**src/include/vp8_recon_params.svh**
```systemverilog
// Block geometry, field widths and CSR map of the VP8 reconstruction path; include where needed
`ifndef VP8_RECON_PARAMS_SVH
`define VP8_RECON_PARAMS_SVH

// ----------------------------------------
// Block geometry
// ----------------------------------------
// Coefficients or pixels per 4x4 block
`define VP8_BLK_N 16

// ----------------------------------------
// Datapath field widths
// ----------------------------------------
`define VP8_COEFF_W 12
`define VP8_DQ_W 16
`define VP8_PIX_W 8
`define VP8_QF_W 9

// ----------------------------------------
// AXI4-Lite configuration port
// ----------------------------------------
`define AXIL_ADDR_W 4
`define AXIL_DATA_W 32

// Register offsets
`define REG_DC_Q 4'h0
`define REG_AC_Q 4'h4
`define REG_BLK_CNT 4'h8

`endif

```
**src/hdl/vp8_recon_pkg.sv**
```systemverilog
// Vector types and CSR FSM states for the reconstruction path; import with vp8_recon_pkg::*
`include "vp8_recon_params.svh"

package vp8_recon_pkg;

    // ----------------------------------------
    // Datapath element types
    // ----------------------------------------
    // Quantized coefficient as decoded from tokens
    typedef logic signed [`VP8_COEFF_W-1:0] coeff_t;

    // Coefficient after dequantization and saturation
    typedef logic signed [`VP8_DQ_W-1:0] dq_coeff_t;

    typedef logic [`VP8_PIX_W-1:0] pixel_t;

    // Unsigned quantizer step
    typedef logic [`VP8_QF_W-1:0] qfactor_t;

    typedef logic [31:0] blk_cnt_t;

    // ----------------------------------------
    // CSR state machines
    // ----------------------------------------
    typedef enum logic {
        WR_IDLE,
        WR_RESP
    } axil_wr_state_e;

    typedef enum logic {
        RD_IDLE,
        RD_DATA
    } axil_rd_state_e;

endpackage

```
**src/hdl/coeff_dequant.sv**
```systemverilog
// Registered dequantizer stage scaling block coefficients by the DC and AC quantizer factors
`timescale 1ns/1ps
`include "vp8_recon_params.svh"

module coeff_dequant
    import vp8_recon_pkg::*;
(
    input  logic                           clk,
    input  logic                           rst_n,
    input  logic                           start_i,
    input  coeff_t    [`VP8_BLK_N-1:0]     coeff_i,
    input  pixel_t    [`VP8_BLK_N-1:0]     pred_i,
    input  qfactor_t                       dc_q_i,
    input  qfactor_t                       ac_q_i,
    output logic                           valid_o,
    output dq_coeff_t [`VP8_BLK_N-1:0]     dq_coeff_o,
    output pixel_t    [`VP8_BLK_N-1:0]     pred_o
);

    // Signed coefficient times factor with a sign bit added
    localparam int PROD_W = `VP8_COEFF_W + `VP8_QF_W + 1;

    localparam logic signed [PROD_W-1:0] DQ_MAX = PROD_W'(2 ** (`VP8_DQ_W - 1) - 1);
    localparam logic signed [PROD_W-1:0] DQ_MIN = -DQ_MAX - 1;

    function automatic dq_coeff_t scale_sat(input coeff_t c, input qfactor_t q);
        logic signed [PROD_W-1:0] prod;
        prod = c * $signed({1'b0, q});
        if (prod > DQ_MAX) begin
            return DQ_MAX[`VP8_DQ_W-1:0];
        end else if (prod < DQ_MIN) begin
            return DQ_MIN[`VP8_DQ_W-1:0];
        end
        return prod[`VP8_DQ_W-1:0];
    endfunction

    always_ff @(posedge clk or negedge rst_n) begin
        if (!rst_n) begin
            valid_o <= 1'b0;
        end else begin
            valid_o <= start_i;
        end
    end

    // Element 0 is DC, the rest are AC
    always_ff @(posedge clk) begin
        if (start_i) begin
            for (int k = 0; k < `VP8_BLK_N; k++) begin
                dq_coeff_o[k] <= scale_sat(coeff_i[k], (k == 0) ? dc_q_i : ac_q_i);
            end
            pred_o <= pred_i;
        end
    end

    a_valid_delay: assert property (@(posedge clk) disable iff (!rst_n)
        valid_o == $past(start_i))
        else $error("dequant valid out of step with start");

endmodule

```
**config.mk**
```make
export PLATFORM = sky130hd
export DESIGN_NAME = coeff_dequant
export DESIGN_NICKNAME = d
export VERILOG_FILES = /design/src/hdl/vp8_recon_pkg.sv /design/src/hdl/coeff_dequant.sv
export VERILOG_INCLUDE_DIRS = /design/src /design/src/include
export SDC_FILE = /design/constraint.sdc
export NUM_CORES = 2
export LEC_CHECK = 0
export ABC_AREA = 1
export BUFFER_PORTS_ARGS = -buffer_cell sky130_fd_sc_hd__buf_2
export CORE_MARGIN = 10
export CORE_UTILIZATION = 35
export DETAILED_ROUTE_END_ITERATION = 6
export PLACE_DENSITY = 0.5
export REMOVE_ABC_BUFFERS = 1
export SLEW_MARGIN = 30
export SYNTH_ARGS = -nofsm -noshare
export SYNTH_HDL_FRONTEND = slang
export SYNTH_SLANG_ARGS = --single-unit
```
**constraint.sdc**
```tcl
create_clock -name clk -period 0.8 [get_ports clk]
set_clock_uncertainty 0.1 [all_clocks]
set_input_delay 0.12 -clock clk [delete_from_list [all_inputs] [get_ports clk]]
set_output_delay 0.12 -clock clk [all_outputs]
set_load 0.02 [all_outputs]
```
# After elaboration in Yosys (flattened, before gate mapping)
# Index checks and enable logic that the tools add are counted.
# Widths: inputs -> output; s select.
classes:
  add_sub_neg: 0
  n_mul: 16
  div_mod_pow: 0
  order_cmp: 32
  n_eq_ne: 0
  shifts: 0
  n_mux: 96
  bitwise_logic: 0
  reduce_logical: 0
ops:
  columns: ["cell", "n"]
  rows:
  - ["$mux 16", 48]
  - ["$gt 22x16->1 const B", 16]
  - ["$lt 22x16->1 const B", 16]
  - ["$mul 12x10->22", 16]
  - ["$mux 1", 48]
totals:
  register_bits: 385
  latchBits: 0
  mem_bits_rw: 0
  mem_bits_ro: 0
  inputBits: 341
  output_inout_bits: 385
  memories: 0

# Logic depth before layout (Yosys ltp)
depth:
  word_depth: 6
  depth_mapped: 32
  depth_no_buf: 28

# Worst setup path after synthesis
# No wires, ideal clock.
synth_timing:
  kind: "input-to-reg"
  start: "input port ac_q_i[3]"
  end: "register dq_coeff_o[227] (netlist name), data pin"
  setup_time_ps: 256
  arrival_ps: 5334
  required_ps: 444
  setup_slack_ps: -4890
  path_stages: 25
  cell_sequence: "clkbuf_1 > clkbuf_1 > clkbuf_1 > nand2_1 > fa_1 > fa_1 > fa_1 > inv_1 > fa_1 > inv_1 > fa_1 > inv_1 > ha_1 > clkbuf_1 > nand2_1 > nor2_1 > and2_1 > nand4_1 > nand3_1 > nand2_1 > nand2_1 > nand4_1 > nand2_1 > buf_2 > nand2_1"
synth_via:
  elab_chain_len: 6
  word_cells_on_any_way: 8
synth_rtl:
  columns: ["item", "line_no", "text"]
  rows:
  - ["from (decl)", "coeff_dequant.sv:14", "input qfactor_t ac_q_i,"]
  - ["$mul 12x10->22 *", "coeff_dequant.sv:28", "prod = c * $signed({1'b0, q});"]
  - ["$lt 22x16->1", "coeff_dequant.sv:31", "end else if (prod < DQ_MIN) begin"]
  - ["$mux 1", "coeff_dequant.sv:31", null]
  - ["$mux 1", "coeff_dequant.sv:29", "if (prod > DQ_MAX) begin"]
  - ["$mux 1", "coeff_dequant.sv:47", "if (start_i) begin"]
  - ["$mux 16 *", "coeff_dequant.sv:34", "return prod[`VP8_DQ_W-1:0];"]
  - ["to (signal, indexed assignment)", "coeff_dequant.sv:49", "dq_coeff_o[k] <= scale_sat(coeff_i[k], (k == 0) ? dc_q_i : ac_q_i);"]
  - ["to (decl)", "coeff_dequant.sv:16", "output dq_coeff_t [`VP8_BLK_N-1:0] dq_coeff_o,"]
# Mark *: on every way between the ends. The rest lies on a longest branch, timed or not. The select of a mux whose other input is x is not followed.
# A chain may end at the register's enable or synchronous reset.

# Worst setup path after layout
layout_timing:
  start: "input port ac_q_i[2]"
  end: "register dq_coeff_o[248] (netlist name), data pin"
# The elaborated chain is that of the path after synthesis.

==> metrics.txt <==
Post-layout nets 16387; first-pass GRT wire length 426 mm; Tot GR Track Use 19.1%; CP max stage delay 560 ps; crit path max fanout 7; post-synthesis sequential area ratio 13.1%; DP Area 0.107 mm²; Crit Path Category input pin to register; Cells after Synth 11565; min cycle time layout 4940 ps; Max-slew headroom 70.6%; drt total wl 265 mm; routability cong. 0.890; initial antenna violation count 59; Netlist cell types 36; Num CTS Buffers 49; Overflow after GRT 0; WHS -117 ps; CTS Root Cell clkbuf_16; Core ar. 0.249 mm²; first-pass detailed-route iteration total 7; IO Pins 726; Post-CTS Hold Buffers 140; RSZ-0062 raised after global routing true; Sinks on Clock Net 385; DRC viols 0; DRT antenna net count 0; max cap viols 0; H-tree level count 2; final instance area 0.114 mm²; fin worst setup slack -4140 ps; yosys warns 0; CTS tree built; vias in the first global route 80613; routed len/inst 15.5 µm; dpl hpwl 223 mm; Worst Setup End Kind register; Synth Area per Inst 7.60 µm²; Setup violations, final 641; Tcrit/Tclk final 618%; Row Count 183; final hold violations 49; Reg clk slew, reported paths 60 ps; PortBufs 725; area of the die 0.272 mm²; Worst Path Required 1130 ps; mean number of vias per cell 4.47; critical path launch point type input pin; vias 76668; Buf+Inv Stages, Crit Path 13; Cell Area, Synth 0.0879 mm²; status complete, but fails checks; Placed Instances 16806; fmax 202 MHz; Die Height 521 µm; clock buffer depth 3; Initial Util 35.3%; Pins Over Slew Limit 0; Yosys reg bits 385; Worst path most repeated cell fa_1; failing checks negative hold slack, negative setup slack; Worst Setup SP ac_q_i[2]; Initial DRC Count 3518; HP Class input pin to register; Layout area overhead 29.6%; CP top delay family adder cells; Worst Path Arrival 5270 ps; pin count of the biggest net entering global routing 36; fin cells 17137; Die X 521 µm; layout cell share with drive strength beyond 1 21.0%; HP Start start_i; Slowest cell on crit path fa_1; Worst-Margin Slew 437 ps
==> layout make-up <==
cell class                      instances  area [µm²]
Timing Repair Buffer                 2552       19800
Antenna cell                           12        30.0
Clock inverter                         28         387
Tap cell                             3330        4170
Fill cell                           25074      135000
Sequential cell                       385       11600
Clock buffer                           60        1280
Inverter                             3412       12800
Multi-Input combinational cell       7358       64000
==> synthesized netlist by cell type <==
cell type,count,area (µm²)
nand2_1,3471,13000
inv_1,3409,12800
fa_1,1504,30100
ha_1,784,9810
edfxtp_1,384,11500
clkbuf_1,358,1340
a21oi_1,347,1740
nor2_1,316,1190
nand3_1,252,1260
xnor2_1,134,1170
o21ai_0,132,661
xor2_1,122,1070
nand4_1,87,544
nand3b_1,33,248
nor3_1,33,165
a31oi_1,32,200
and2_1,28,175
buf_2,26,130
buf_4,19,143
o21bai_1,15,113
nand2_2,13,81.3
a21o_1,10,75.1
buf_1,10,37.5
nor4_1,9,56.3
or2_1,7,43.8
o31ai_1,6,45.0
or2_2,6,37.5
a21boi_0,4,30.0
o21ai_1,4,20.0
inv_2,3,11.3
and3_1,2,12.5
buf_6,1,11.3
dfrtp_1,1,25.0
nor3b_1,1,7.51
o211ai_1,1,7.51
xor2_2,1,16.3
==> flip-flops by register name, indices dropped and copies added, names as in the netlist <==
name / flops
dq_coeff_o: 256
pred_o: 128
valid_o: 1
==> cells by family after synthesis <==
| family | share of synthesized area (%) |
|---|---|
| fa+ha+maj | 45.4 |
| xor+xnor | 2.57 |
| buf+inv | 16.5 |
| simple gates | 19.2 |
| flops | 13.1 |
| compound gates | 3.28 |
==> cell usage in the layout, fill, tap and decap left out, types with 24 or more instances in the layout <==
cell type | Yosys | layout
inv_1 | 3409 | 3399
nand2_1 | 3471 | 3390
buf_4 | 19 | 1538
fa_1 | 1504 | 1466
buf_2 | 26 | 714
ha_1 | 784 | 699
edfxtp_1 | 384 | 384
a21oi_1 | 347 | 274
nor2_1 | 316 | 262
nand3_1 | 252 | 233
dlygate4sd3_1 | 0 | 140
xnor2_1 | 134 | 133
xor2_1 | 122 | 122
o21ai_0 | 132 | 109
nand4_1 | 87 | 87
buf_12 | 0 | 80
nand2_2 | 13 | 74
ha_4 | 0 | 73
a21oi_2 | 0 | 71
clkbuf_16 | 0 | 65
nor2_2 | 0 | 47
fa_2 | 0 | 38
nand3b_1 | 33 | 33
a31oi_1 | 32 | 32
buf_6 | 1 | 28
o21ai_1 | 4 | 25
and2_1 | 28 | 24
==> path summary, 6_finish.rpt <==
check	slack, ps	cells after the start	endpoint
min in group asynchronous	160	3	valid_o
setup / recovery	-4140	28	dq_coeff_o[248]
max in group asynchronous	340	3	valid_o
hold / removal	-120	2	dq_coeff_o[65]
==> routing by layer <==
layer	GRT usage (%)	routed length, µm	part of all wire [%]
met1	25.1	117000	44
met2	33.5	130000	49
met3	2.68	11900	4.5
met4	3.73	5950	2.2
met5	0	344	0.13
==> per-stage QoR <==
stage,hold WS (ps),setup WS [ps],utilization (%),setup TNS (ps)
floorplan,-276,-4110,-,-1023300
global placement,-204,-5080,43.0,-1399840
detailed placement,-203,-5120,43.0,-1414040
CTS,-198,-4080,44.8,-1302800
global route,-175,-4360,45.7,-1363390
finish,-117,-4140,45.7,-1273680
==> what timing repair did <==
action,in CTS,in global routing
buffers inserted,21,42
endpoints found under the hold margin,275,70
pin swaps,32,116
endpoints found under the setup margin,641,641
cloned,15,14
resized for setup,203,345
Power is not shown: default switching activity piles up to over one toggle a cycle in this logic, so the estimate is an artifact.
