## src/include/vp8_recon_params.svh

```systemverilog
// Block geometry, field widths and CSR map of the VP8 reconstruction path; include where needed
`ifndef VP8_RECON_PARAMS_SVH
`define VP8_RECON_PARAMS_SVH

// ----------------------------------------
// Block geometry
// ----------------------------------------
// Coefficients or pixels per 4x4 block
`define VP8_BLK_N 16

// ----------------------------------------
// Datapath field widths
// ----------------------------------------
`define VP8_COEFF_W 12
`define VP8_DQ_W 16
`define VP8_PIX_W 8
`define VP8_QF_W 9

// ----------------------------------------
// AXI4-Lite configuration port
// ----------------------------------------
`define AXIL_ADDR_W 4
`define AXIL_DATA_W 32

// Register offsets
`define REG_DC_Q 4'h0
`define REG_AC_Q 4'h4
`define REG_BLK_CNT 4'h8

`endif

```

## src/hdl/vp8_recon_pkg.sv

```systemverilog
// Vector types and CSR FSM states for the reconstruction path; import with vp8_recon_pkg::*
`include "vp8_recon_params.svh"

package vp8_recon_pkg;

    // ----------------------------------------
    // Datapath element types
    // ----------------------------------------
    // Quantized coefficient as decoded from tokens
    typedef logic signed [`VP8_COEFF_W-1:0] coeff_t;

    // Coefficient after dequantization and saturation
    typedef logic signed [`VP8_DQ_W-1:0] dq_coeff_t;

    typedef logic [`VP8_PIX_W-1:0] pixel_t;

    // Unsigned quantizer step
    typedef logic [`VP8_QF_W-1:0] qfactor_t;

    typedef logic [31:0] blk_cnt_t;

    // ----------------------------------------
    // CSR state machines
    // ----------------------------------------
    typedef enum logic {
        WR_IDLE,
        WR_RESP
    } axil_wr_state_e;

    typedef enum logic {
        RD_IDLE,
        RD_DATA
    } axil_rd_state_e;

endpackage

```

## src/hdl/recon_csr_axil.sv

```systemverilog
// AXI4-Lite register slave holding DC/AC quantizer factors and the finished-block counter
`timescale 1ns/1ps
`include "vp8_recon_params.svh"

module recon_csr_axil
    import vp8_recon_pkg::*;
(
    input  logic                        clk,
    input  logic                        rst_n,
    // Write address and data
    input  logic [`AXIL_ADDR_W-1:0]     s_awaddr_i,
    input  logic                        s_awvalid_i,
    output logic                        s_awready_o,
    input  logic [`AXIL_DATA_W-1:0]     s_wdata_i,
    input  logic [`AXIL_DATA_W/8-1:0]   s_wstrb_i,
    input  logic                        s_wvalid_i,
    output logic                        s_wready_o,
    // Write response
    output logic [1:0]                  s_bresp_o,
    output logic                        s_bvalid_o,
    input  logic                        s_bready_i,
    // Read address and data
    input  logic [`AXIL_ADDR_W-1:0]     s_araddr_i,
    input  logic                        s_arvalid_i,
    output logic                        s_arready_o,
    output logic [`AXIL_DATA_W-1:0]     s_rdata_o,
    output logic [1:0]                  s_rresp_o,
    output logic                        s_rvalid_o,
    input  logic                        s_rready_i,
    // Datapath side
    input  logic                        blk_done_i,
    output qfactor_t                    dc_q_o,
    output qfactor_t                    ac_q_o
);

    localparam logic [1:0] RESP_OKAY   = 2'b00;
    localparam logic [1:0] RESP_SLVERR = 2'b10;

    axil_wr_state_e wr_state;
    axil_rd_state_e rd_state;
    logic           wr_fire;
    logic           rd_fire;
    blk_cnt_t       blk_cnt;

    // Bytewise strobe merge, only the low factor bits are kept
    function automatic qfactor_t merge_strb(input qfactor_t old_q,
                                            input logic [`AXIL_DATA_W-1:0] data,
                                            input logic [`AXIL_DATA_W/8-1:0] strb);
        logic [`AXIL_DATA_W-1:0] word;
        word = `AXIL_DATA_W'(old_q);
        for (int b = 0; b < `AXIL_DATA_W / 8; b++) begin
            if (strb[b]) begin
                word[8*b +: 8] = data[8*b +: 8];
            end
        end
        return word[`VP8_QF_W-1:0];
    endfunction

    // ----------------------------------------
    // Write channel
    // ----------------------------------------
    // Address and data are taken together in a single cycle
    assign wr_fire     = (wr_state == WR_IDLE) && s_awvalid_i && s_wvalid_i;
    assign s_awready_o = wr_fire;
    assign s_wready_o  = wr_fire;
    assign s_bvalid_o  = (wr_state == WR_RESP);

    always_ff @(posedge clk or negedge rst_n) begin
        if (!rst_n) begin
            wr_state  <= WR_IDLE;
            s_bresp_o <= RESP_OKAY;
            dc_q_o    <= qfactor_t'(1);
            ac_q_o    <= qfactor_t'(1);
        end else begin
            case (wr_state)
                WR_IDLE: begin
                    if (wr_fire) begin
                        wr_state  <= WR_RESP;
                        s_bresp_o <= RESP_OKAY;
                        case (s_awaddr_i)
                            `REG_DC_Q: dc_q_o <= merge_strb(dc_q_o, s_wdata_i, s_wstrb_i);
                            `REG_AC_Q: ac_q_o <= merge_strb(ac_q_o, s_wdata_i, s_wstrb_i);
                            // Counter is read-only, write dropped silently
                            `REG_BLK_CNT: ;
                            default: s_bresp_o <= RESP_SLVERR;
                        endcase
                    end
                end
                WR_RESP: begin
                    if (s_bready_i) begin
                        wr_state <= WR_IDLE;
                    end
                end
                default: wr_state <= WR_IDLE;
            endcase
        end
    end

    // ----------------------------------------
    // Read channel
    // ----------------------------------------
    assign rd_fire     = (rd_state == RD_IDLE) && s_arvalid_i;
    assign s_arready_o = rd_fire;
    assign s_rvalid_o  = (rd_state == RD_DATA);

    always_ff @(posedge clk or negedge rst_n) begin
        if (!rst_n) begin
            rd_state <= RD_IDLE;
        end else begin
            case (rd_state)
                RD_IDLE: if (rd_fire) rd_state <= RD_DATA;
                RD_DATA: if (s_rready_i) rd_state <= RD_IDLE;
                default: rd_state <= RD_IDLE;
            endcase
        end
    end

    // Read data captured at the address handshake
    always_ff @(posedge clk) begin
        if (rd_fire) begin
            s_rresp_o <= RESP_OKAY;
            case (s_araddr_i)
                `REG_DC_Q:    s_rdata_o <= `AXIL_DATA_W'(dc_q_o);
                `REG_AC_Q:    s_rdata_o <= `AXIL_DATA_W'(ac_q_o);
                `REG_BLK_CNT: s_rdata_o <= blk_cnt;
                default: begin
                    s_rdata_o <= '0;
                    s_rresp_o <= RESP_SLVERR;
                end
            endcase
        end
    end

    // Finished blocks, wraps at 32 bits
    always_ff @(posedge clk or negedge rst_n) begin
        if (!rst_n) begin
            blk_cnt <= '0;
        end else if (blk_done_i) begin
            blk_cnt <= blk_cnt + 1'b1;
        end
    end

    // Response held until the master takes it
    a_bvalid_hold: assert property (@(posedge clk) disable iff (!rst_n)
        s_bvalid_o && !s_bready_i |=> s_bvalid_o)
        else $error("bvalid dropped without bready");

    a_rdata_stable: assert property (@(posedge clk) disable iff (!rst_n)
        s_rvalid_o && !s_rready_i |=> s_rvalid_o && $stable(s_rdata_o))
        else $error("rdata changed while stalled");

endmodule

```

## config.mk

```make
export PLATFORM = sky130hd
export DESIGN_NAME = recon_csr_axil
export DESIGN_NICKNAME = d
export VERILOG_FILES = /design/src/hdl/vp8_recon_pkg.sv /design/src/hdl/recon_csr_axil.sv
export VERILOG_INCLUDE_DIRS = /design/src /design/src/include
export SDC_FILE = /design/constraint.sdc
export NUM_CORES = 1
export LEC_CHECK = 0
export ABC_CLOCK_PERIOD_IN_PS = 2750
export BUFFER_PORTS_ARGS = -buffer_cell sky130_fd_sc_hd__buf_2
export CAP_MARGIN = 5
export CELL_PAD_IN_SITES_DETAIL_PLACEMENT = 0
export CELL_PAD_IN_SITES_GLOBAL_PLACEMENT = 2
export CORE_UTILIZATION = 33
export CTS_CLUSTER_SIZE = 12
export DETAILED_ROUTE_END_ITERATION = 8
export PLACE_DENSITY_LB_ADDON = 0.1
export SYNTH_ARGS = -nofsm -noshare
export SYNTH_HDL_FRONTEND = slang
export SYNTH_SLANG_ARGS = --single-unit
```

## constraint.sdc

```tcl
create_clock -name clk -period 2.75 [get_ports clk]
set_clock_uncertainty 0.15 [all_clocks]
set_input_delay 0.4125 -clock clk [delete_from_list [all_inputs] [get_ports clk]]
set_output_delay 0.4125 -clock clk [all_outputs]
set_load 0.005 [all_outputs]
```

* After elaboration in Yosys (flattened, before gate mapping) *
Index checks and enable logic that the tools add are counted.

storage, ports and cells
  word-level logic and storage cells = 38
  flip-flop bits (word level) = 88
  output and inout port bits = 59

cells by class
  bitwise operators = 2
  $add $sub $neg = 1
  equality and inequality tests = 4
  reduce and logical (&&, ||, !) cells = 12
  multiplexer cells = 9

operators by type and width
  kind                                                  number
  one-hot mux 32 bit (3 select lines)                   1
  adder 32 x 1 -> 32 bit (second input constant)        1
  AND reduction 4 bit                                   4
  equality test 4 x 3 -> 1 bit (second input constant)  2
  equality test 4 bit (second input constant)           2
  logical NOT 4 bit                                     2
  OR reduction 3 bit                                    2
  2-to-1 mux 1 bit                                      4
  2-to-1 mux 2 bit                                      2
  one-hot mux 1 bit (2 select lines)                    2
  logical AND 1 bit                                     3
  inverter 1 bit                                        2
  AND reduction 2 bit                                   1

* Longest topological paths before layout *
  depth in word-level cells = 5
  gate-level depth with buffers = 5

* Worst setup path before layout *
OpenSTA, ideal clock, no wires.

  kind = register -> register
  from = register rd_state, in the netlist s_rvalid_o
  to = register s_rdata_o[0], enable pin
  data arrival time = 1,971 ps
  stages on the path, launching flop included = 2
  path buffers = 0
  setup slack = 199 ps
  data required time = 2,170 ps
  setup time = 430 ps
  path through = dfrtp_1 -> nor2b_1

on the way
  word-level cells in the longest chain between the ends = 2

RTL lines
  item                    line                   RTL
  from (decl)             recon_csr_axil.sv:40   axil_rd_state_e rd_state;
  from (signal assigned)  recon_csr_axil.sv:108  rd_state <= RD_IDLE;
  from (signal assigned)  recon_csr_axil.sv:111  RD_IDLE: if (rd_fire) rd_state <= RD_DATA;
  from (signal assigned)  recon_csr_axil.sv:112  RD_DATA: if (s_rready_i) rd_state <= RD_IDLE;
  inverter 1 bit          n/a
  logical AND 1 bit       recon_csr_axil.sv:102  assign rd_fire = (rd_state == RD_IDLE) && s_arvalid_i;
  net s_arready_o         recon_csr_axil.sv:25   output logic s_arready_o,
  to (signal assigned)    recon_csr_axil.sv:123  `REG_DC_Q: s_rdata_o <= `AXIL_DATA_W'(dc_q_o);
  to (signal assigned)    recon_csr_axil.sv:124  `REG_AC_Q: s_rdata_o <= `AXIL_DATA_W'(ac_q_o);
  to (signal assigned)    recon_csr_axil.sv:125  `REG_BLK_CNT: s_rdata_o <= blk_cnt;
  to (decl)               recon_csr_axil.sv:26   output logic [`AXIL_DATA_W-1:0] s_rdata_o,

The timed path passes the listed nets, and every way through them passes these cells.
A chain may end at the register's enable or synchronous reset.

* Worst setup path in the final report *
  from = register wr_state, in the netlist s_bvalid_o
  to = register dc_q_o[1]

on the way
  word-level cells in the longest chain between the ends = 4

RTL lines
  item                                      line                  RTL
  from (decl)                               recon_csr_axil.sv:39  axil_wr_state_e wr_state;
  from (signal assigned)                    recon_csr_axil.sv:70  wr_state <= WR_IDLE;
  from (signal assigned)                    recon_csr_axil.sv:78  wr_state <= WR_RESP;
  from (signal assigned)                    recon_csr_axil.sv:91  wr_state <= WR_IDLE;
  inverter 1 bit (no source line) (*)       n/a
  logical AND 1 bit (2 in a row)            recon_csr_axil.sv:63  assign wr_fire = (wr_state == WR_IDLE) && s_awvalid_i && s_wvalid_i;
  AND reduction 4 bit (no source line) (*)  n/a
  to (signal assigned)                      recon_csr_axil.sv:72  dc_q_o <= qfactor_t'(1);
  to (signal assigned)                      recon_csr_axil.sv:81  `REG_DC_Q: dc_q_o <= merge_strb(dc_q_o, s_wdata_i, s_wstrb_i);
  to (decl)                                 recon_csr_axil.sv:32  output qfactor_t dc_q_o,

Every way passes the cells marked *; elsewhere a longest branch is shown, timed or not.

==> impl_metrics.py <==
metrics = {
    "route": {
        "vias": 2319,
        "drt.antenna.violating_nets": 0,
        "routed_wirelength_mm": 6.89,
        "detail_route.iter0.violations": 75,
        "vias_per_cell": 4.56,
        "routed_wire_length_per_instance_um": 13.6,
        "drtPass1Iterations": 4,
        "drc": 0,
    },
    "grt": {
        "vias_in_the_first_global_route": 2434,
        "first_pass_grt_wire_length_mm": 11.9,
        "gr-usage-all-layers_pct": 13.5,
        "pin_count_of_the_biggest_net_entering_global_routing": 54,
        "grt_overflow_total": 0,
        "antenna_found_initial": 0,
    },
    "placed_design": {
        "placed_cells_incl_taps": 492,
        "port_buffers": 83,
        "place.gp.congestion": 0.685,
        "half_perimeter_wire_length_of_the_detailed_placement_result_mm": 4.84,
    },
    "final_layout": {
        "fillCellCount": 1061,
        "layout-area-overhead-vs-synth_pct": 21.9,
        "mostFrequentLayoutCell": "sky130_fd_sc_hd__buf_2",
        "final_cell_mix": "sky130_fd_sc_hd__buf_2 (83), sky130_fd_sc_hd__dfrtp_1 (51), sky130_fd_sc_hd__edfxtp_1 (33)",
        "antenna_cells": 0,
        "post-route-util_pct": 41.2,
        "finish.net_count": 416,
        "final_cell_count_no_fill": 508,
        "final_layout_size_suffix_gt1_share_pct": 37.2,
    },
    "clocking": {
        "cts-resized-gates": 0,
        "post_cts_hold_buffer_count": 0,
        "reg_clk_slew_reported_paths_ps": 90,
        "post-cts-setup-buffer-count": 0,
        "clock_path_buffers": 2,
        "clock-sinks": 86,
        "tritoncts.num_buffers": 9,
        "ctsHtreeMaxLevel": 3,
        "cts_tree": "yes",
        "cts.root.buffer_cell": "sky130_fd_sc_hd__clkbuf_8",
        "worstSkewPairLatency_ps": 350,
    },
    "timing": {
        "final-setup-viol-count": 0,
        "timing.final.max_slew_violations": 0,
        "max_slew_margin_pct": 42.3,
        "timing.final.crit_share_pct": 73.5,
        "hold_viol_final": 0,
        "fmaxAchievable_mhz": 495,
        "timing_worst_slew_pin_value_ps": 863,
        "finalWorstPathRequiredPeriod_ps": 2020,
        "rsz0062_at_grt": "no",
        "setup_tns_ps": 0,
    },
    "floorplanning": {
        "die_y_um": 107,
        "die_x_um": 107,
        "die-area_um2": 11500,
        "core_um2": 10800,
        "start_util_pct": 33.8,
        "row_count": 38,
        "boundaryPins": 111,
    },
    "worst_setup_path": {
        "worst_path_largest_cell_delay_ps": 440,
        "crit_path_cell_trace": "nor4_4 -> and2b_1 -> and3_1 -> mux2_2",
        "critical_path.max_fanout": 8,
        "crit_family": "simple AND/OR/NAND/NOR gates",
        "timing.rr.start": "s_bvalid_o",
        "reg2reg_to": "dc_q_o[1]",
        "data_required_critical_path_ps": 2830,
        "worst_setup_path_start_kind": "flip-flop",
        "end_kind": "flip-flop",
        "worstRegToRegCells": 4,
        "crit_path_top_delay_cell": "sky130_fd_sc_hd__dfrtp_1",
        "crit_buf_inv": 0,
        "worst-setup-path-type": "reg -> reg",
        "ff2ff_setup_slack_ps": 730,
        "worstPathArrival_ps": 2100,
    },
    "synth": {
        "synth-seq-cells": 86,
        "syn_inst": 271,
        "post_synth_cell_types": 36,
        "edff_count_synth": 33,
        "async_flop_share_pct": 61.6,
        "seq_area_frac_synth_pct": 63.3,
        "synthesis.area_per_instance_um2": 13.5,
        "ys_dominant_reg_cell": "sky130_fd_sc_hd__dfrtp_1",
        "yosys_warnings": 0,
        "synth_area_um2": 3660,
    },
    "power_and_ir_drop": {
        "p_leak_nw": 2.11,
        "p_switching_mw": 0.650,
        "pwr-share-seq_pct": 56.2,
        "power.share.switching_pct": 23.8,
        "combinationalPowerShare_pct": 9.6,
        "cell_internal_pwr_mw": 2.09,
        "power.clock.fraction_pct": 34.3,
        "pwr_density_cell_nw_per_um2": 613,
        "vdd_drop_max_mv": 0.271,
    },
    "min_path": {
        "min-delay-path-class": "in -> async",
    },
    "job": {
        "max_cap_violations": 0,
    },
    "status": {
        "status": "completed",
    },
}
## cells in the mapped netlist, types with 2 or more instances
cell / n / area [um2]
sky130_fd_sc_hd__xnor2_1: 19 / 166
sky130_fd_sc_hd__and2_2: 2 / 15.0
sky130_fd_sc_hd__nor2_1: 7 / 26.3
sky130_fd_sc_hd__and4_2: 2 / 20.0
sky130_fd_sc_hd__and3_1: 4 / 25.0
sky130_fd_sc_hd__a21oi_1: 2 / 10.0
sky130_fd_sc_hd__edfxtp_1: 33 / 991
sky130_fd_sc_hd__and4_1: 3 / 26.3
sky130_fd_sc_hd__mux2_2: 19 / 214
sky130_fd_sc_hd__nor4_4: 2 / 42.5
sky130_fd_sc_hd__dfrtp_1: 51 / 1280
sky130_fd_sc_hd__nor3_1: 4 / 20.0
sky130_fd_sc_hd__nand4_1: 10 / 62.6
sky130_fd_sc_hd__clkbuf_1: 2 / 7.51
sky130_fd_sc_hd__nand2_1: 32 / 120
sky130_fd_sc_hd__nand4_2: 4 / 50.1
sky130_fd_sc_hd__dfstp_2: 2 / 52.6
sky130_fd_sc_hd__xor2_1: 12 / 105
sky130_fd_sc_hd__buf_4: 5 / 37.5
sky130_fd_sc_hd__nor4_1: 2 / 12.5
sky130_fd_sc_hd__a22oi_1: 9 / 67.6
sky130_fd_sc_hd__and2_1: 24 / 150
sky130_fd_sc_hd__nand3_1: 8 / 40.0
## layout make-up
cell class,instances,area (um2),share of cell area [%]
clock inverter,5,73.8,1.65
clock buffer,11,131,2.94
timing repair buffer,88,453,10.1
multi-input combinational,178,1310,29.4
tap,140,175,3.92
sequential,86,2320,52.0
## metal layers
metal | track usage (%) | vias up | part of all wire, %
li1 | - | 1145 | -
met1 | 17.3 | 1107 | 46
met2 | 21.0 | 61 | 46
met3 | 4.60 | 6 | 6.1
met4 | 5.28 | 0 | 1.2
met5 | 0 | - | 0
## registers in the layout, indices dropped and copies added (netlist names)
signal      count
blk_cnt        32
s_rdata_o      32
ac_q_o          9
dc_q_o          9
s_bresp_o       1
s_bvalid_o      1
s_rresp_o       1
s_rvalid_o      1
## power groups by stage
stage	Clock (mW)	Combinational, mW	Sequential (mW)
finish	0.938	0.262	1.54
global placement	0	0.264	1.57
global route	1.05	0.303	1.56
detailed placement	0	0.270	1.57
floorplan	0	0.132	1.56
CTS	0.974	0.269	1.54
## how the worst max path moves through the flow
stage / startpoint / endpoint / slack [ps] / cells after the start
after CTS: s_bvalid_o / dc_q_o[1] / 680 / 4
after detailed placement: s_awaddr_i[1] / dc_q_o[4] / 640 / 5
after global routing: s_bvalid_o / dc_q_o[1] / 610 / 4
final: s_bvalid_o / dc_q_o[1] / 730 / 4
after global placement: s_awaddr_i[1] / dc_q_o[7] / 650 / 5
after floorplan: s_rvalid_o / s_rdata_o[0] / 200 / 1
## per-stage QoR
step	hold slack [ps]	worst slack (ps)	total power [mW]	instance area, um2
final	24.5	729	2.74	4460
after global routing	58.7	610	2.91	4460
after CTS	58.0	684	2.78	4460
after detailed placement	316	639	1.83	4260
after global placement	306	646	1.83	4260
after floorplan	-33.1	199	1.69	3670
## logic make-up after synthesis
group / after synthesis / synth area share [%]
fa+ha+maj: 1 / 0.341
buf+inv: 8 / 1.37
mux: 20 / 6.11
flops: 86 / 63.3
xor+xnor: 31 / 7.41
compound gates: 13 / 2.56
simple gates: 111 / 18.8
other cells: 1 / 0.102
No activity file was read; power rests on OpenSTA's default activity.
